File: src/standby_pkg.sv
// Write-only standby target types; descriptor layout is address, parity flag, reserved, count
package standby_pkg;

  localparam int unsigned ADDR_W      = 7;
  localparam int unsigned BYTE_W      = 8;
  localparam int unsigned CNT_W       = 16;
  localparam int unsigned DESC_W      = 32;
  localparam int unsigned SYNC_STAGES = 2;

  // First byte after a start is read as address, later bytes as data
  typedef union packed {
    struct packed {
      logic [ADDR_W-1:0] addr;
      logic              rnw;
    } addr_view;
    logic [BYTE_W-1:0] data;
  } bus_byte_u;

  typedef struct packed {
    logic start;
    logic rstart;
    logic stop;
    logic scl_rise;
    logic scl_fall;
    logic sda;
  } bus_evt_t;

  typedef struct packed {
    logic [ADDR_W-1:0]                  addr;
    logic                               parity_err;
    logic [DESC_W-ADDR_W-CNT_W-2:0]     rsvd;
    logic [CNT_W-1:0]                   byte_cnt;
  } rx_desc_t;

  typedef struct packed {
    logic              valid;
    logic [BYTE_W-1:0] data;
  } tti_wr_t;

  typedef struct packed {
    logic     valid;
    rx_desc_t desc;
  } desc_wr_t;

  typedef struct packed {
    logic      valid;
    bus_byte_u value;
  } addr_rpt_t;

endpackage

File: src/bus_cond_detect.sv
// Lines are sampled at clk_i rate; events come out 3 cycles after the pin change
`timescale 1ns/1ps

module bus_cond_detect (
  input  logic                  clk_i,
  input  logic                  rst_ni,
  input  logic                  scl_i,
  input  logic                  sda_i,
  output standby_pkg::bus_evt_t evt_o
);
  import standby_pkg::*;

  logic [SYNC_STAGES-1:0] scl_sync_q;
  logic [SYNC_STAGES-1:0] sda_sync_q;
  logic                   scl_q;
  logic                   sda_q;
  logic                   scl_s;
  logic                   sda_s;
  logic                   open_q;
  logic                   start_det;
  logic                   stop_det;

  assign scl_s = scl_sync_q[SYNC_STAGES-1];
  assign sda_s = sda_sync_q[SYNC_STAGES-1];

  // SDA edges while SCL stays high
  assign start_det = scl_s & scl_q & sda_q & ~sda_s;
  assign stop_det  = scl_s & scl_q & ~sda_q & sda_s;

  always_ff @(posedge clk_i or negedge rst_ni) begin
    if (!rst_ni) begin
      scl_sync_q <= '1;
      sda_sync_q <= '1;
      scl_q      <= 1'b1;
      sda_q      <= 1'b1;
      open_q     <= 1'b0;
    end else begin
      scl_sync_q <= {scl_sync_q[SYNC_STAGES-2:0], scl_i};
      sda_sync_q <= {sda_sync_q[SYNC_STAGES-2:0], sda_i};
      scl_q      <= scl_s;
      sda_q      <= sda_s;
      if (start_det) begin
        open_q <= 1'b1;
      end else if (stop_det) begin
        open_q <= 1'b0;
      end
    end
  end

  always_ff @(posedge clk_i or negedge rst_ni) begin
    if (!rst_ni) begin
      evt_o     <= '0;
      evt_o.sda <= 1'b1;
    end else begin
      // A start inside an open transfer is a repeated start
      evt_o.start    <= start_det & ~open_q;
      evt_o.rstart   <= start_det & open_q;
      evt_o.stop     <= stop_det;
      evt_o.scl_rise <= scl_s & ~scl_q;
      evt_o.scl_fall <= ~scl_s & scl_q;
      evt_o.sda      <= sda_s;
    end
  end

endmodule

File: src/i2c_target_rx.sv
// I2C write-only target; reads and other addresses get no ACK, queues must never back-pressure
`timescale 1ns/1ps

module i2c_target_rx (
  input  logic                           clk_i,
  input  logic                           rst_ni,
  input  standby_pkg::bus_evt_t          evt_i,
  input  logic [standby_pkg::ADDR_W-1:0] sta_addr_i,
  output logic                           sda_low_o,
  output standby_pkg::tti_wr_t           data_o,
  output standby_pkg::desc_wr_t          desc_o,
  output standby_pkg::addr_rpt_t         addr_o
);
  import standby_pkg::*;

  typedef enum logic [2:0] {
    ST_IDLE,
    ST_ADDR,
    ST_AACK,
    ST_DATA,
    ST_DACK
  } state_e;

  state_e                      state_q;
  logic [$clog2(BYTE_W)-1:0]   bit_cnt_q;
  logic [CNT_W-1:0]            byte_cnt_q;
  logic [ADDR_W-1:0]           addr_q;
  bus_byte_u                   shift_q;
  bus_byte_u                   byte_w;
  logic                        wr_open_q;
  logic                        sda_low_q;
  logic                        data_vld_q;
  logic                        desc_vld_q;
  logic                        addr_vld_q;
  logic                        byte_done;

  assign byte_w.data = {shift_q.data[BYTE_W-2:0], evt_i.sda};
  assign byte_done   = evt_i.scl_rise && (bit_cnt_q == ($clog2(BYTE_W))'(BYTE_W - 1));

  always_ff @(posedge clk_i) begin
    if (evt_i.scl_rise && (state_q == ST_ADDR || state_q == ST_DATA)) begin
      shift_q <= byte_w;
    end
    if (byte_done && state_q == ST_ADDR) begin
      addr_q <= byte_w.addr_view.addr;
    end
  end

  always_ff @(posedge clk_i or negedge rst_ni) begin
    if (!rst_ni) begin
      state_q    <= ST_IDLE;
      bit_cnt_q  <= '0;
      byte_cnt_q <= '0;
      wr_open_q  <= 1'b0;
      sda_low_q  <= 1'b0;
      data_vld_q <= 1'b0;
      desc_vld_q <= 1'b0;
      addr_vld_q <= 1'b0;
    end else begin
      data_vld_q <= 1'b0;
      addr_vld_q <= 1'b0;
      desc_vld_q <= (evt_i.stop || evt_i.rstart) && wr_open_q && (byte_cnt_q != '0);
      if (evt_i.start || evt_i.rstart) begin
        state_q   <= ST_ADDR;
        bit_cnt_q <= '0;
        sda_low_q <= 1'b0;
        wr_open_q <= 1'b0;
      end else if (evt_i.stop) begin
        state_q   <= ST_IDLE;
        sda_low_q <= 1'b0;
        wr_open_q <= 1'b0;
      end else begin
        case (state_q)
          ST_ADDR: begin
            if (evt_i.scl_rise) begin
              bit_cnt_q <= bit_cnt_q + 1'b1;
            end
            if (byte_done) begin
              addr_vld_q <= 1'b1;
              if (byte_w.addr_view.addr == sta_addr_i && !byte_w.addr_view.rnw) begin
                state_q    <= ST_AACK;
                wr_open_q  <= 1'b1;
                byte_cnt_q <= '0;
              end else begin
                state_q <= ST_IDLE;
              end
            end
          end
          // Pull low from the fall after bit 8 to the fall after bit 9
          ST_AACK, ST_DACK: begin
            if (evt_i.scl_fall) begin
              sda_low_q <= !sda_low_q;
              if (sda_low_q) begin
                state_q <= ST_DATA;
              end
            end
          end
          ST_DATA: begin
            if (evt_i.scl_rise) begin
              bit_cnt_q <= bit_cnt_q + 1'b1;
            end
            if (byte_done) begin
              data_vld_q <= 1'b1;
              byte_cnt_q <= byte_cnt_q + 1'b1;
              state_q    <= ST_DACK;
            end
          end
          default: begin
            state_q <= ST_IDLE;
          end
        endcase
      end
    end
  end

  assign sda_low_o            = sda_low_q;
  assign data_o.valid         = data_vld_q;
  assign data_o.data          = shift_q.data;
  assign addr_o.valid         = addr_vld_q;
  assign addr_o.value         = shift_q;
  assign desc_o.valid         = desc_vld_q;
  assign desc_o.desc.addr     = addr_q;
  assign desc_o.desc.parity_err = 1'b0;
  assign desc_o.desc.rsvd     = '0;
  assign desc_o.desc.byte_cnt = byte_cnt_q;

endmodule

File: src/i3c_target_rx.sv
// I3C SDR write-only target; no CCCs, matches only a valid dynamic address, host drives T-bits
`timescale 1ns/1ps

module i3c_target_rx (
  input  logic                           clk_i,
  input  logic                           rst_ni,
  input  standby_pkg::bus_evt_t          evt_i,
  input  logic [standby_pkg::ADDR_W-1:0] dyn_addr_i,
  input  logic                           dyn_addr_valid_i,
  output logic                           sda_low_o,
  output standby_pkg::tti_wr_t           data_o,
  output standby_pkg::desc_wr_t          desc_o,
  output standby_pkg::addr_rpt_t         addr_o,
  output logic                           parity_err_o
);
  import standby_pkg::*;

  typedef enum logic [2:0] {
    ST_IDLE,
    ST_ADDR,
    ST_AACK,
    ST_DATA,
    ST_TBIT
  } state_e;

  state_e                      state_q;
  logic [$clog2(BYTE_W)-1:0]   bit_cnt_q;
  logic [CNT_W-1:0]            byte_cnt_q;
  logic [ADDR_W-1:0]           addr_q;
  bus_byte_u                   shift_q;
  bus_byte_u                   byte_w;
  logic                        wr_open_q;
  logic                        xfer_err_q;
  logic                        sda_low_q;
  logic                        data_vld_q;
  logic                        desc_vld_q;
  logic                        addr_vld_q;
  logic                        parity_q;
  logic                        byte_done;
  logic                        addr_hit;
  logic                        tbit_bad;

  assign byte_w.data = {shift_q.data[BYTE_W-2:0], evt_i.sda};
  assign byte_done   = evt_i.scl_rise && (bit_cnt_q == ($clog2(BYTE_W))'(BYTE_W - 1));
  assign addr_hit    = dyn_addr_valid_i && (byte_w.addr_view.addr == dyn_addr_i)
                       && !byte_w.addr_view.rnw;
  // Byte plus T-bit must hold an odd number of ones
  assign tbit_bad    = ~((^shift_q.data) ^ evt_i.sda);

  always_ff @(posedge clk_i) begin
    if (evt_i.scl_rise && (state_q == ST_ADDR || state_q == ST_DATA)) begin
      shift_q <= byte_w;
    end
    if (byte_done && state_q == ST_ADDR) begin
      addr_q <= byte_w.addr_view.addr;
    end
  end

  always_ff @(posedge clk_i or negedge rst_ni) begin
    if (!rst_ni) begin
      state_q    <= ST_IDLE;
      bit_cnt_q  <= '0;
      byte_cnt_q <= '0;
      wr_open_q  <= 1'b0;
      xfer_err_q <= 1'b0;
      sda_low_q  <= 1'b0;
      data_vld_q <= 1'b0;
      desc_vld_q <= 1'b0;
      addr_vld_q <= 1'b0;
      parity_q   <= 1'b0;
    end else begin
      data_vld_q <= 1'b0;
      addr_vld_q <= 1'b0;
      parity_q   <= 1'b0;
      desc_vld_q <= (evt_i.stop || evt_i.rstart) && wr_open_q && (byte_cnt_q != '0);
      if (evt_i.start || evt_i.rstart) begin
        state_q   <= ST_ADDR;
        bit_cnt_q <= '0;
        sda_low_q <= 1'b0;
        wr_open_q <= 1'b0;
      end else if (evt_i.stop) begin
        state_q   <= ST_IDLE;
        sda_low_q <= 1'b0;
        wr_open_q <= 1'b0;
      end else begin
        case (state_q)
          ST_ADDR: begin
            if (evt_i.scl_rise) begin
              bit_cnt_q <= bit_cnt_q + 1'b1;
            end
            if (byte_done) begin
              addr_vld_q <= 1'b1;
              if (addr_hit) begin
                state_q    <= ST_AACK;
                wr_open_q  <= 1'b1;
                xfer_err_q <= 1'b0;
                byte_cnt_q <= '0;
              end else begin
                state_q <= ST_IDLE;
              end
            end
          end
          ST_AACK: begin
            if (evt_i.scl_fall) begin
              sda_low_q <= !sda_low_q;
              if (sda_low_q) begin
                state_q <= ST_DATA;
              end
            end
          end
          ST_DATA: begin
            if (evt_i.scl_rise) begin
              bit_cnt_q <= bit_cnt_q + 1'b1;
            end
            if (byte_done) begin
              state_q <= ST_TBIT;
            end
          end
          // Byte is handed over once the T-bit is sampled
          ST_TBIT: begin
            if (evt_i.scl_rise) begin
              data_vld_q <= 1'b1;
              byte_cnt_q <= byte_cnt_q + 1'b1;
              state_q    <= ST_DATA;
              if (tbit_bad) begin
                parity_q   <= 1'b1;
                xfer_err_q <= 1'b1;
              end
            end
          end
          default: begin
            state_q <= ST_IDLE;
          end
        endcase
      end
    end
  end

  assign sda_low_o              = sda_low_q;
  assign parity_err_o           = parity_q;
  assign data_o.valid           = data_vld_q;
  assign data_o.data            = shift_q.data;
  assign addr_o.valid           = addr_vld_q;
  assign addr_o.value           = shift_q;
  assign desc_o.valid           = desc_vld_q;
  assign desc_o.desc.addr       = addr_q;
  assign desc_o.desc.parity_err = xfer_err_q;
  assign desc_o.desc.rsvd       = '0;
  assign desc_o.desc.byte_cnt   = byte_cnt_q;

endmodule

File: src/tti_mode_select.sv
// mode_i should only change while the bus is idle; sda_o is open drain and only ever pulls low
`timescale 1ns/1ps

module tti_mode_select (
  input  logic                   clk_i,
  input  logic                   rst_ni,
  input  logic                   mode_i,
  input  logic                   err_clear_i,
  input  standby_pkg::bus_evt_t  evt_i,
  input  logic                   i2c_sda_low_i,
  input  standby_pkg::tti_wr_t   i2c_data_i,
  input  standby_pkg::desc_wr_t  i2c_desc_i,
  input  standby_pkg::addr_rpt_t i2c_addr_i,
  input  logic                   i3c_sda_low_i,
  input  standby_pkg::tti_wr_t   i3c_data_i,
  input  standby_pkg::desc_wr_t  i3c_desc_i,
  input  standby_pkg::addr_rpt_t i3c_addr_i,
  input  logic                   i3c_parity_err_i,
  output logic                   sda_o,
  output standby_pkg::tti_wr_t   data_o,
  output standby_pkg::desc_wr_t  desc_o,
  output standby_pkg::addr_rpt_t addr_o,
  output logic                   bus_start_o,
  output logic                   bus_rstart_o,
  output logic                   bus_stop_o,
  output logic                   err_o
);
  import standby_pkg::*;

  // Mode 0 is I2C, mode 1 is I3C
  always_comb begin
    data_o = mode_i ? i3c_data_i : i2c_data_i;
    desc_o = mode_i ? i3c_desc_i : i2c_desc_i;
    addr_o = mode_i ? i3c_addr_i : i2c_addr_i;
  end

  assign bus_start_o  = evt_i.start;
  assign bus_rstart_o = evt_i.rstart;
  assign bus_stop_o   = evt_i.stop;

  always_ff @(posedge clk_i or negedge rst_ni) begin
    if (!rst_ni) begin
      sda_o <= 1'b1;
      err_o <= 1'b0;
    end else begin
      sda_o <= ~(mode_i ? i3c_sda_low_i : i2c_sda_low_i);
      // Clear wins over a same-cycle parity error
      if (err_clear_i) begin
        err_o <= 1'b0;
      end else if (mode_i && i3c_parity_err_i) begin
        err_o <= 1'b1;
      end
    end
  end

endmodule

File: src/standby_controller.sv
// Standby target, RX path only; every TTI strobe must be accepted, there is no back-pressure
`timescale 1ns/1ps

module standby_controller (
  input  logic                           clk_i,
  input  logic                           rst_ni,
  input  logic                           scl_i,
  input  logic                           sda_i,
  input  logic                           mode_i,
  input  logic                           err_clear_i,
  input  logic [standby_pkg::ADDR_W-1:0] sta_addr_i,
  input  logic [standby_pkg::ADDR_W-1:0] dyn_addr_i,
  input  logic                           dyn_addr_valid_i,
  output logic                           sda_o,
  output standby_pkg::tti_wr_t           rx_data_o,
  output standby_pkg::desc_wr_t          rx_desc_o,
  output standby_pkg::addr_rpt_t         bus_addr_o,
  output logic                           bus_start_o,
  output logic                           bus_rstart_o,
  output logic                           bus_stop_o,
  output logic                           err_o
);
  import standby_pkg::*;

  bus_evt_t  evt;
  logic      i2c_sda_low;
  tti_wr_t   i2c_data;
  desc_wr_t  i2c_desc;
  addr_rpt_t i2c_addr;
  logic      i3c_sda_low;
  tti_wr_t   i3c_data;
  desc_wr_t  i3c_desc;
  addr_rpt_t i3c_addr;
  logic      i3c_parity_err;

  bus_cond_detect u_detect (
    .clk_i  (clk_i),
    .rst_ni (rst_ni),
    .scl_i  (scl_i),
    .sda_i  (sda_i),
    .evt_o  (evt)
  );

  i2c_target_rx u_i2c (
    .clk_i      (clk_i),
    .rst_ni     (rst_ni),
    .evt_i      (evt),
    .sta_addr_i (sta_addr_i),
    .sda_low_o  (i2c_sda_low),
    .data_o     (i2c_data),
    .desc_o     (i2c_desc),
    .addr_o     (i2c_addr)
  );

  i3c_target_rx u_i3c (
    .clk_i            (clk_i),
    .rst_ni           (rst_ni),
    .evt_i            (evt),
    .dyn_addr_i       (dyn_addr_i),
    .dyn_addr_valid_i (dyn_addr_valid_i),
    .sda_low_o        (i3c_sda_low),
    .data_o           (i3c_data),
    .desc_o           (i3c_desc),
    .addr_o           (i3c_addr),
    .parity_err_o     (i3c_parity_err)
  );

  tti_mode_select u_select (
    .clk_i            (clk_i),
    .rst_ni           (rst_ni),
    .mode_i           (mode_i),
    .err_clear_i      (err_clear_i),
    .evt_i            (evt),
    .i2c_sda_low_i    (i2c_sda_low),
    .i2c_data_i       (i2c_data),
    .i2c_desc_i       (i2c_desc),
    .i2c_addr_i       (i2c_addr),
    .i3c_sda_low_i    (i3c_sda_low),
    .i3c_data_i       (i3c_data),
    .i3c_desc_i       (i3c_desc),
    .i3c_addr_i       (i3c_addr),
    .i3c_parity_err_i (i3c_parity_err),
    .sda_o            (sda_o),
    .data_o           (rx_data_o),
    .desc_o           (rx_desc_o),
    .addr_o           (bus_addr_o),
    .bus_start_o      (bus_start_o),
    .bus_rstart_o     (bus_rstart_o),
    .bus_stop_o       (bus_stop_o),
    .err_o            (err_o)
  );

endmodule

File: config.mk
export PLATFORM = sky130hd
export DESIGN_NAME = standby_controller
export DESIGN_NICKNAME = d
export VERILOG_FILES = /design/src/standby_pkg.sv /design/src/bus_cond_detect.sv /design/src/i2c_target_rx.sv /design/src/i3c_target_rx.sv /design/src/tti_mode_select.sv /design/src/standby_controller.sv
export SDC_FILE = /design/constraint.sdc
export NUM_CORES = 1
export LEC_CHECK = 0
export BUFFER_PORTS_ARGS = -buffer_cell sky130_fd_sc_hd__buf_4
export CAP_MARGIN = 40
export CORE_UTILIZATION = 56
export CTS_CLUSTER_SIZE = 25
export DETAILED_ROUTE_END_ITERATION = 8
export PLACE_DENSITY = 0.79
export SETUP_SLACK_MARGIN = 0.2
export SYNTH_ARGS = -nofsm -noshare
export SYNTH_HDL_FRONTEND = slang
export SYNTH_SLANG_ARGS = --single-unit
File: constraint.sdc
create_clock -name clk_i -period 4.3 [get_ports clk_i]
set_input_delay 0.43 -clock clk_i [delete_from_list [all_inputs] [get_ports clk_i]]
set_output_delay 0.43 -clock clk_i [all_outputs]
set_load 0.005 [all_outputs]
# Word-level counts from Yosys, hierarchy flattened
# Index checks and enable logic that the tools add are counted.
[totals]
reg_bits = 100
in_bits = 21
[op_classes]
addsub = 4
n_eq_ne = 29
muxes = 84
n_bitwise = 18
reduce_logical = 54
[op_table]
columns = ["cell", "n"]
rows = [
  ["$mux W16", 6],
  ["$pmux W16 S2", 2],
  ["$mux W3", 21],
  ["$mux W1", 47],
  ["$mux W33", 1],
  ["$add A16 B1 Y16 const B", 2],
  ["$reduce_bool A16 Y1", 2],
  ["$reduce_bool A3 Y1", 9],
  ["$ne A4 B3 Y1 const B", 6],
  ["$mux W9", 2],
  ["$eq A7 B7 Y1", 2],
  ["$logic_and A1 B1 Y1", 14],
  ["$reduce_bool A2 Y1", 7],
  ["$eq A3 B2 Y1 const B", 4],
  ["$eq A3 B3 Y1 const B", 4],
  ["$pmux W3 S4", 1],
  ["$reduce_and A3 Y1", 4],
  ["$reduce_and A6 Y1", 2],
  ["$ne A2 B1 Y1 const B", 5],
  ["$and A1 B1 Y1", 9],
  ["$pmux W3 S3", 1],
  ["$ne A4 B4 Y1 const B", 2],
  ["$not A1 Y1", 8],
  ["$reduce_xor A8 Y1", 1],
  ["other kinds (14)", 27],
]

# Longest topological paths before layout
# Gate-level depths: netlist of run 1.
[depth]
word_depth = 8
ltp_mapped = 9
ltp_nobuf = 9

# Modules after synthesis
# Synthesis of run 1 repeated with hierarchy kept, for this count alone.
[unflattened]
cells_unflattened = 505
hier_area_um2 = 5803.1
[modules_own_cells]
columns = ["module", "n_inst", "cells_per_inst", "area_each_um2", "seq_area_each_um2"]
rows = [
  ["i3c_target_rx", 1, 217, 2283.4, 1176.1],
  ["i2c_target_rx", 1, 199, 2182.1, 1126.1],
  ["tti_mode_select", 1, 65, 958.4, 51.3],
  ["bus_cond_detect", 1, 24, 379.1, 307.8],
]

# Least setup slack after synthesis of run 1
# No wires, ideal clock.
[synth_timing]
kind = "register -> register"
from = "register u_i3c.bit_cnt_q[0]"
to = "register u_i3c.byte_cnt_q[5]"
setup_ns = 0.137
t_arrival_ns = 1.739
required_time_ns = 4.163
setup_slack_ns = 2.424
stages_incl_launch_ff = 8
n_path_buf = 0
synth_period_minus_slack_ns = 1.876
cell_sequence = "dfrtp_1 ha_1 ha_1 nand2_1 or3_4 or3_1 a21oi_1 a31oi_1"
[synth_via]
elab_chain_len = 4
[synth_rtl]
columns = ["element", "line", "source"]
rows = [
  ["start: declaration", "i3c_target_rx.sv:27", "logic [$clog2(BYTE_W)-1:0] bit_cnt_q;"],
  ["start signal: assignment", "i3c_target_rx.sv:89", "bit_cnt_q <= bit_cnt_q + 1'b1;"],
  ["start signal: assignment", "i3c_target_rx.sv:113", "bit_cnt_q <= bit_cnt_q + 1'b1;"],
  ["$eq A3 B3 Y1", "i3c_target_rx.sv:44", "assign byte_done = evt_i.scl_rise && (bit_cnt_q == ($clog2(BYTE_W))'(BYTE_W - 1));"],
  ["$logic_and A1 B1 Y1", "i3c_target_rx.sv:44", ""],
  ["$ne A2 B1 Y1 (no line)", "--", ""],
  ["$reduce_and A6 Y1 (no line)", "--", ""],
  ["end signal: assignment", "i3c_target_rx.sv:123", "byte_cnt_q <= byte_cnt_q + 1'b1;"],
  ["end: declaration", "i3c_target_rx.sv:28", "logic [CNT_W-1:0] byte_cnt_q;"],
]
# Every way passes these cells.
# A chain may end at the register's enable or synchronous reset.

# Final worst setup path of run 1
[layout_timing]
from = "register u_detect.evt_o[3] (netlist bit)"
to = "register u_i2c.byte_cnt_q[0]"
[layout_via]
elab_chain_len = 2
[layout_rtl]
columns = ["element", "line", "source"]
rows = [
  ["start: declaration", "bus_cond_detect.sv:9", "output standby_pkg::bus_evt_t evt_o"],
  ["$not A1 Y1 (no line)", "--", ""],
  ["$reduce_and A6 Y1 (no line)", "--", ""],
  ["end signal: assignment", "i2c_target_rx.sv:104", "byte_cnt_q <= byte_cnt_q + 1'b1;"],
  ["end: declaration", "i2c_target_rx.sv:26", "logic [CNT_W-1:0] byte_cnt_q;"],
]
# Every way passes these cells.

==> results of run 1 <==
-- synthesized netlist by cell type (8+ instances only) --
| master | count | area, um^2 |
|---|---|---|
| sky130_fd_sc_hd__buf_4 | 16 | 120 |
| sky130_fd_sc_hd__o21ai_0 | 14 | 70.1 |
| sky130_fd_sc_hd__mux2_2 | 32 | 360 |
| sky130_fd_sc_hd__dfrtp_1 | 63 | 1580 |
| sky130_fd_sc_hd__edfxtp_1 | 30 | 901 |
| sky130_fd_sc_hd__xnor2_1 | 18 | 158 |
| sky130_fd_sc_hd__nand3_1 | 14 | 70.1 |
| sky130_fd_sc_hd__ha_1 | 8 | 100 |
| sky130_fd_sc_hd__nand2_1 | 29 | 109 |
| sky130_fd_sc_hd__a21oi_1 | 11 | 55.1 |
| sky130_fd_sc_hd__inv_1 | 9 | 33.8 |
| sky130_fd_sc_hd__xor2_1 | 32 | 280 |
| sky130_fd_sc_hd__clkbuf_1 | 10 | 37.5 |
| sky130_fd_sc_hd__nand4_1 | 14 | 87.6 |
| sky130_fd_sc_hd__nor2_1 | 49 | 184 |
-- cells by family (layout without fill, tap and decap cells) --
logic type / Yosys count / in the layout / share of synthesized area [%]
and+or+nand+nor: 161 / 161 / 17.8
DFF: 100 / 100 / 53.9
xor gates and xnor gates: 51 / 51 / 9.32
buffers and inverters: 41 / 96 / 4.71
AOI/OAI and AO/OA: 37 / 37 / 4.33
muxes: 35 / 35 / 7.90
adders and majority gates: 8 / 8 / 2.03
other: 1 / 8 / 0.0759
-- state kept, by name, summed over array words and instances, names as in the netlist, 2 cells and up --
name / count
u_i3c.shift_q: 8
u_detect.scl_sync_q: 2
u_i2c.bit_cnt_q: 3
u_i3c.state_q: 3
u_i2c.shift_q: 8
u_i2c.byte_cnt_q: 16
u_i3c.byte_cnt_q: 16
u_detect.sda_sync_q: 2
u_detect.evt_o: 5
u_i3c.bit_cnt_q: 3
u_i2c.state_q: 3
u_i3c.addr_q: 7
u_i2c.addr_q: 7
-- placed cells by master, fill, tap and decap left out, types with 9 or more instances in the layout --
master,netlist,routed
sky130_fd_sc_hd__buf_4,16,70
sky130_fd_sc_hd__mux2_2,32,32
sky130_fd_sc_hd__nand3_1,14,14
sky130_fd_sc_hd__xnor2_1,18,18
sky130_fd_sc_hd__xor2_1,32,32
sky130_fd_sc_hd__a21oi_1,11,11
sky130_fd_sc_hd__inv_1,9,9
sky130_fd_sc_hd__dfrtp_1,63,63
sky130_fd_sc_hd__nor2_1,49,49
sky130_fd_sc_hd__nand4_1,14,14
sky130_fd_sc_hd__edfxtp_1,30,30
sky130_fd_sc_hd__nand2_1,29,29
sky130_fd_sc_hd__clkbuf_8,0,9
sky130_fd_sc_hd__o21ai_0,14,14
-- power by group through the flow --
| stage | Clock, mW | Sequential, mW | Combinational [mW] |
|---|---|---|---|
| after detailed placement | 0 | 1.19 | 0.366 |
| after floorplan | 0 | 1.15 | 0.276 |
| after global routing | 0.567 | 1.19 | 0.410 |
| after global placement | 0 | 1.18 | 0.349 |
| after CTS | 0.537 | 1.17 | 0.368 |
| final | 0.521 | 1.17 | 0.365 |
-- how the worst min path moves through the flow --
stage | from | end | slack [ns] | depth (start not counted)
6_report | rst_ni | u_i2c.byte_cnt_q[11]$_DFFE_PN0P_ | 0.05 | 2
5_1_grt | rst_ni | u_i2c.byte_cnt_q[9]$_DFFE_PN0P_ | 0.07 | 2
4_1_cts | rst_ni | u_i2c.byte_cnt_q[11]$_DFFE_PN0P_ | 0.07 | 2
3_5_place_dp | u_detect.sda_sync_q[0]$_DFF_PN1_ | u_detect.sda_sync_q[1]$_DFF_PN1_ | 0.35 | 0
3_3_place_gp | u_detect.sda_sync_q[0]$_DFF_PN1_ | u_detect.sda_sync_q[1]$_DFF_PN1_ | 0.35 | 0
2_1_floorplan | rst_ni | u_detect.evt_o[1]$_DFF_PN0_ | 0.13 | 0
-- final cells by class --
cell class / instances / share of cell area (%)
Timing Repair Buffer: 71 / 9.85
Multi-Input combinational cell: 300 / 36.9
Clock buffer: 12 / 2.41
Sequential cell: 100 / 47.4
Inverter: 9 / 0.602
Tap cell: 105 / 2.34
Clock inverter: 4 / 0.490
-- routing by layer --
layer  GRT usage (%)  share of wire [%]  wire length, um  vias up
li1                -                  -                -     1609
met1            34.5                 49             4750     1641
met2            36.3                 46             4520       72
met3            4.27                3.7              366       14
met4            7.71                1.5              151        0
met5               0                  0                0        -
==> metrics.log, run 1 <==
INFO  metric drive_gt1_share = between 20% and 30%
INFO  metric cts-resized-gates = 0
INFO  metric antenna_found_initial = 0
INFO  metric cp-startpoint = u_detect.evt_o[3]$_DFF_PN0_
INFO  metric setup-violations-final = 0
INFO  metric design.portCount = 77
INFO  metric crit_fanout = 17
INFO  metric groute.usage.overall = 23.7%
INFO  metric postLayoutCoreUtil = 67.0%
INFO  metric worst_hold_path_type = in -> async
INFO  metric critical_path_depth = 5
INFO  metric clock_slew_at_the_register_clock_pins_of_the_worst_setup_and_hold_paths = approximately 0.090 ns
INFO  metric pin_count_of_the_biggest_net_entering_global_routing = 71
INFO  metric worst-endpoint-arrival = 2.65 ns
INFO  metric placed_area = 0.00545 mm^2
INFO  metric vias_per_cell = 5.55
INFO  metric critPathRequiredTime = 4.54 ns
INFO  metric post_synth_num_cell_types = 49
INFO  metric synthesis.yosys.warnings = 0
INFO  metric cts.sinks = 100
INFO  metric numCtsBuffers = 9
INFO  metric routed_wire_length_per_instance = 16.3 um
INFO  metric max_cap_viol_count = 0
INFO  metric swShare = 28.5%
INFO  metric r2r_cells = 5
INFO  metric insertion_delay = roughly 0.36 ns
INFO  metric p_int = 1.47 mW
INFO  metric timing.fmax = between 400 and 500 MHz
INFO  metric timing_hold_violations_final = 0
INFO  metric power.clock.fraction = 25.3%
INFO  metric initial_utilization = 58.9%
INFO  metric powerDensity = 367 mW/mm^2
INFO  metric final.setup.worst_slack = 1.89 ns
INFO  metric critical-path-top-delay-family = simple AND/OR/NAND/NOR gates
INFO  metric routabilityCongestion = just under 0.9
INFO  metric antenna_cells_inserted = 0
INFO  metric placement_rows = 33
INFO  metric first_global_vias = 3,240
INFO  metric async_s_r_ff_share_synth = 70.0%
INFO  metric crit_path_cell_trace = or3_1 > nor2_1 > and4_1 > or3_1 > o21ai_0
INFO  metric drc_errors = 0
INFO  metric fillCellCount = 642
INFO  metric number_of_nets_in_the_layout = between 500 and 600
INFO  metric fin_crit_sh = 56.0%
INFO  metric seq_power_share = 56.9%
INFO  metric vias = 3,336
INFO  metric htreeDepth = 3
INFO  metric multiInputGateArea = 0.00207 mm^2
INFO  metric fin_crit = 2.41 ns
INFO  metric critPathKind = reg -> reg
INFO  metric dr.pass1.iters = 4
INFO  metric largest_stage_delay_worst_path = 0.69 ns
INFO  metric clock-skew-final = 0.00956 ns
INFO  metric postRouteAntennaNets = 0
INFO  metric place.port_buffers = between 60 and 70
INFO  metric ctsRootBufferMaster = sky130_fd_sc_hd__clkbuf_8
INFO  metric cell_count_final_fillers_out = about 600
INFO  metric drt_iter0_drc = 203
INFO  metric hpwlAfterDp = 7120 um
INFO  metric postSynthCellCount = 434
INFO  metric hold_ws = 0.0470 ns
INFO  metric tns = 0 ns
INFO  metric synthToLayoutAreaGrowth = 13.6%
INFO  metric cts_tree = done
INFO  metric cts_max_path_buffers = 2
INFO  metric critical_path.endpoint_type = flip-flop
INFO  metric cp.buffers_inverters = 0
INFO  metric dieWidth = 95.9 um
INFO  metric postCtsSetupBuffers = 0
INFO  metric global_route.overflow_total = 0
INFO  metric synth_edf_count = 30
INFO  metric pwr_total = 2.06 mW
INFO  metric cts_hold_buffers = 0
INFO  metric critical_path.reg2reg.endpoint = u_i2c.byte_cnt_q[0]$_DFFE_PN0P_
INFO  metric syn-cell-area = 0.00494 mm^2
INFO  metric core_area = 0.00838 mm^2
INFO  metric power.ir.vdd_worst = 0.253 mV
INFO  metric die_height = 95.9 um
INFO  metric design.die.area = 0.00920 mm^2
INFO  metric synth-seq-area-share = 53.9%
INFO  metric pre_cts_slack = 1.92 ns
INFO  metric crit_path_end = u_i2c.byte_cnt_q[0]$_DFFE_PN0P_
INFO  metric first_pass_grt_wire_length = 16,300 um
INFO  metric crit_path_frequent_cell = sky130_fd_sc_hd__or3_1
INFO  metric run_status = finished clean
INFO  metric cellLeakagePower = 2.24 nW
INFO  metric comb_power_share = 17.7%
INFO  metric final_cell_area = between 0.005 and 0.006 mm^2
INFO  metric worst_slew_margin_rel = between 40% and 50%
INFO  metric yosys_most_used_dff = sky130_fd_sc_hd__dfrtp_1
INFO  metric total_switching_power = 0.586 mW
INFO  metric cp_max_stage_cell = sky130_fd_sc_hd__or3_1
INFO  metric worstMarginPinSlew = 0.801 ns
INFO  metric crit-reg2reg-launch = u_detect.evt_o[3]$_DFF_PN0_
INFO  metric synth.ff_latch_count = 100
INFO  metric place_inst = a little under 600
INFO  metric grt_setup_unrepaired = false
INFO  metric finalWirelength = approximately 10000 um
INFO  metric worstSetupStartpointType = flip-flop
INFO  metric timing.final.max_slew_violations = 0
INFO  metric r2r_slack = 1.89 ns
INFO  metric regArea = 0.00266 mm^2
INFO  metric synth_area_per_cell = approximately 11 um^2
Power figures use the tool's default switching activity.
==> inputs of run 2 (changes only) <==
--- a/config.mk
+++ b/config.mk
@@ -7,10 +7,10 @@
 export LEC_CHECK = 0
 export BUFFER_PORTS_ARGS = -buffer_cell sky130_fd_sc_hd__buf_4
 export CAP_MARGIN = 40
-export CORE_UTILIZATION = 56
+export CORE_UTILIZATION = 51
 export CTS_CLUSTER_SIZE = 25
 export DETAILED_ROUTE_END_ITERATION = 8
-export PLACE_DENSITY = 0.79
+export PLACE_DENSITY = 0.76
 export SETUP_SLACK_MARGIN = 0.2
 export SYNTH_ARGS = -nofsm -noshare
 export SYNTH_HDL_FRONTEND = slang
==> constraint.sdc (replaced) <==
create_clock -name clk_i -period 2.2 [get_ports clk_i]
set_input_delay 0.22 -clock clk_i [delete_from_list [all_inputs] [get_ports clk_i]]
set_output_delay 0.22 -clock clk_i [all_outputs]
set_load 0.005 [all_outputs]
==> run 2 against run 1 <==
Final cell count up 5.7%. Hold slack better by 0.19 ns. Utilization down 5.1 points. Die area up 9.6%. Via count up 0.87%.
==> metrics.log, run 2 (synthesis results as in run 1) <==
INFO  metric run_status = finished clean (unchanged)
INFO  metric final_common_cell = sky130_fd_sc_hd__buf_4 (unchanged)
INFO  metric die_height = 100 um (was 95.9 um)
INFO  metric drc_errors = 0 (unchanged)
INFO  metric worst_slew_margin_rel = 55.2% (was 46.6%)
INFO  metric pin_count_of_the_biggest_net_entering_global_routing = 58 (was 71)
INFO  metric largest_stage_delay_worst_path = 0.41 ns (was 0.69 ns)
INFO  metric cts_tree = done (unchanged)
INFO  metric cts.sinks = 100 (unchanged)
INFO  metric first_pass_grt_wire_length = 16,400 um (was 16,300 um)
INFO  metric crit_fanout = 5 (was 17)
INFO  metric crit_path_cell_trace = ha_1 > ha_1 > nand2_1 > or3_4 > or3_4 > a21oi_2 > a31oi_1 (was or3_1 > nor2_1 > and4_1 > or3_1 > o21ai_0)
INFO  metric antenna_cells_inserted = 0 (unchanged)
INFO  metric fin_crit_sh = 88.7% (was 56.0%)
INFO  metric postLayoutCoreUtil = 61.9% (was 67.0%)
INFO  metric initial_utilization = 53.0% (was 58.9%)
INFO  metric insertion_delay = 0.37 ns (was 0.36 ns)
INFO  metric critPathKind = reg -> reg (unchanged)
INFO  metric htreeDepth = 3 (unchanged)
INFO  metric cp_max_stage_cell = sky130_fd_sc_hd__or3_4 (was sky130_fd_sc_hd__or3_1)
INFO  metric vias_per_cell = 5.30 (was 5.55)
INFO  metric hold_ws = 0.237 ns (was 0.0470 ns)
INFO  metric power.ir.vdd_worst = 0.410 mV (was 0.253 mV)
INFO  metric first_global_vias = 3,384 (was 3,240)
INFO  metric tns = 0 ns (unchanged)
INFO  metric synthToLayoutAreaGrowth = 16.9% (was 13.6%)
INFO  metric max_cap_viol_count = 0 (unchanged)
INFO  metric cell_count_final_fillers_out = 635 (was 601)
INFO  metric setup-violations-final = 0 (unchanged)
INFO  metric drive_gt1_share = 28.7% (was 26.6%)
INFO  metric finalWirelength = 9980 um (was 9790 um)
INFO  metric drt_iter0_drc = 157 (was 203)
INFO  metric cts_max_path_buffers = 2 (unchanged)
INFO  metric cellLeakagePower = 2.30 nW (was 2.24 nW)
INFO  metric dieWidth = 100 um (was 95.9 um)
INFO  metric grt_setup_unrepaired = true (was false)
INFO  metric global_route.overflow_total = 0 (unchanged)
INFO  metric layout.cells.most_common_list = 75 x sky130_fd_sc_hd__buf_4, 63 x sky130_fd_sc_hd__dfrtp_1, 49 x sky130_fd_sc_hd__nor2_1, 32 x sky130_fd_sc_hd__mux2_2, 32 x sky130_fd_sc_hd__xor2_1 (was 70 x sky130_fd_sc_hd__buf_4, 63 x sky130_fd_sc_hd__dfrtp_1, 49 x sky130_fd_sc_hd__nor2_1, 32 x sky130_fd_sc_hd__mux2_2, 32 x sky130_fd_sc_hd__xor2_1)
INFO  metric groute.usage.overall = 21.4% (was 23.7%)
INFO  metric clock-skew-final = 0.0102 ns (was 0.00956 ns)
INFO  metric top_regs = u_i2c.byte_cnt_q (16), u_i3c.byte_cnt_q (16) (unchanged)
INFO  metric placement_rows = 35 (was 33)
INFO  metric timing.fmax = 512 MHz (was 415 MHz)
INFO  metric postRouteAntennaNets = 0 (unchanged)
INFO  metric ctsRootBufferMaster = sky130_fd_sc_hd__clkbuf_8 (unchanged)
INFO  metric fin_crit = 1.95 ns (was 2.41 ns)
INFO  metric worst-endpoint-arrival = 2.20 ns (was 2.65 ns)
INFO  metric vias = 3,365 (was 3,336)
INFO  metric critPathRequiredTime = 2.44 ns (was 4.54 ns)
INFO  metric worstSetupStartpointType = flip-flop (unchanged)
INFO  metric hpwlAfterDp = 7340 um (was 7120 um)
INFO  metric place_inst = 615 (was 585)
INFO  metric worst_hold_path_type = in -> async (unchanged)
INFO  metric dr.pass1.iters = 4 (unchanged)
INFO  metric timing.final.max_slew_violations = 0 (unchanged)
INFO  metric timing_hold_violations_final = 0 (unchanged)
INFO  metric clock_slew_at_the_register_clock_pins_of_the_worst_setup_and_hold_paths = 0.09 ns (about the same)
INFO  metric routabilityCongestion = 0.919 (was 0.877)
INFO  metric powerDensity = 706 mW/mm^2 (was 367 mW/mm^2)
INFO  metric design.die.area = 0.0101 mm^2 (was 0.00920 mm^2)
INFO  metric design.portCount = 77 (unchanged)
INFO  metric numCtsBuffers = 9 (unchanged)
INFO  metric critical_path.endpoint_type = flip-flop (unchanged)
INFO  metric number_of_nets_in_the_layout = 530 (was 520)
INFO  metric antenna_found_initial = 0 (unchanged)
INFO  metric worstMarginPinSlew = 0.670 ns (was 0.801 ns)
INFO  metric place.port_buffers = 68 (unchanged)
INFO  metric core_area = 0.00933 mm^2 (was 0.00838 mm^2)
INFO  metric routed_wire_length_per_instance = 15.7 um (was 16.3 um)
-- run 2: worst max-delay path: cells and delay by family, from the launching register on --
family          cells  cell delay, ns
simple gates        3            0.89
flops               1            0.37
fa+ha+maj           2            0.29
compound gates      2            0.27
-- run 2: layer usage --
layer | track usage, % | up-vias | wire length (um)
met5 | 0 | - | 0
met4 | 6.35 | 0 | 126
met3 | 5.08 | 11 | 444
met2 | 34.6 | 80 | 4860
met1 | 28.8 | 1646 | 4550
li1 | - | 1628 | -
-- run 2: what timing repair did --
action	CTS	global route
gates resized for setup	1	5
endpoints found under the hold margin	16	0
buffers inserted	0	0
cloned	0	0
pin swaps	0	4
hold buffers	4	0
endpoints found under the setup margin	3	24
-- run 2: final cells by class --
class,instances,area [um^2]
tap,129,161
clock buffer,11,135
clock inverter,5,36.3
fill,753,3550
sequential,100,2660
multi-input combinational,300,2100
timing repair buffer,81,651
inverter,9,33.8
-- run 2: report_power, final --
part,internal [mW],switching (mW),total (mW)
sequential,2.10,0.193,2.29
combinational,0.372,0.357,0.728
clock,0.429,0.627,1.06
-- run 2: worst paths after layout --
path | slack, ns | endpoint | cells past startpoint | startpoint
min in group clk_i | 0.31 | u_select.sda_o$_DFF_PN1_ | 2 | mode_i
max in group asynchronous | 1.38 | u_detect.scl_q$_DFF_PN1_ | 3 | rst_ni
worst min-delay path | 0.24 | u_i2c.byte_cnt_q[14]$_DFFE_PN0P_ | 2 | rst_ni
worst max-delay path | 0.25 | u_i3c.byte_cnt_q[10]$_DFFE_PN0P_ | 7 | u_i3c.bit_cnt_q[0]$_DFFE_PN0P_
worst min register to register | 0.36 | u_detect.sda_sync_q[1]$_DFF_PN1_ | 0 | u_detect.sda_sync_q[0]$_DFF_PN1_
worst max register to register | 0.25 | u_i3c.byte_cnt_q[10]$_DFFE_PN0P_ | 7 | u_i3c.bit_cnt_q[0]$_DFFE_PN0P_
-- run 2: metrics by stage --
step / instance area, um^2 / total power, mW / setup slack, ns
2_1_floorplan: 4970 / 2.80 / 0.324
3_3_place_gp: 5510 / 3.00 / 0.251
3_5_place_dp: 5540 / 3.05 / 0.193
4_1_cts: 5760 / 4.10 / 0.222
5_1_grt: 5780 / 4.31 / 0.139
6_report: 5780 / 4.08 / 0.248
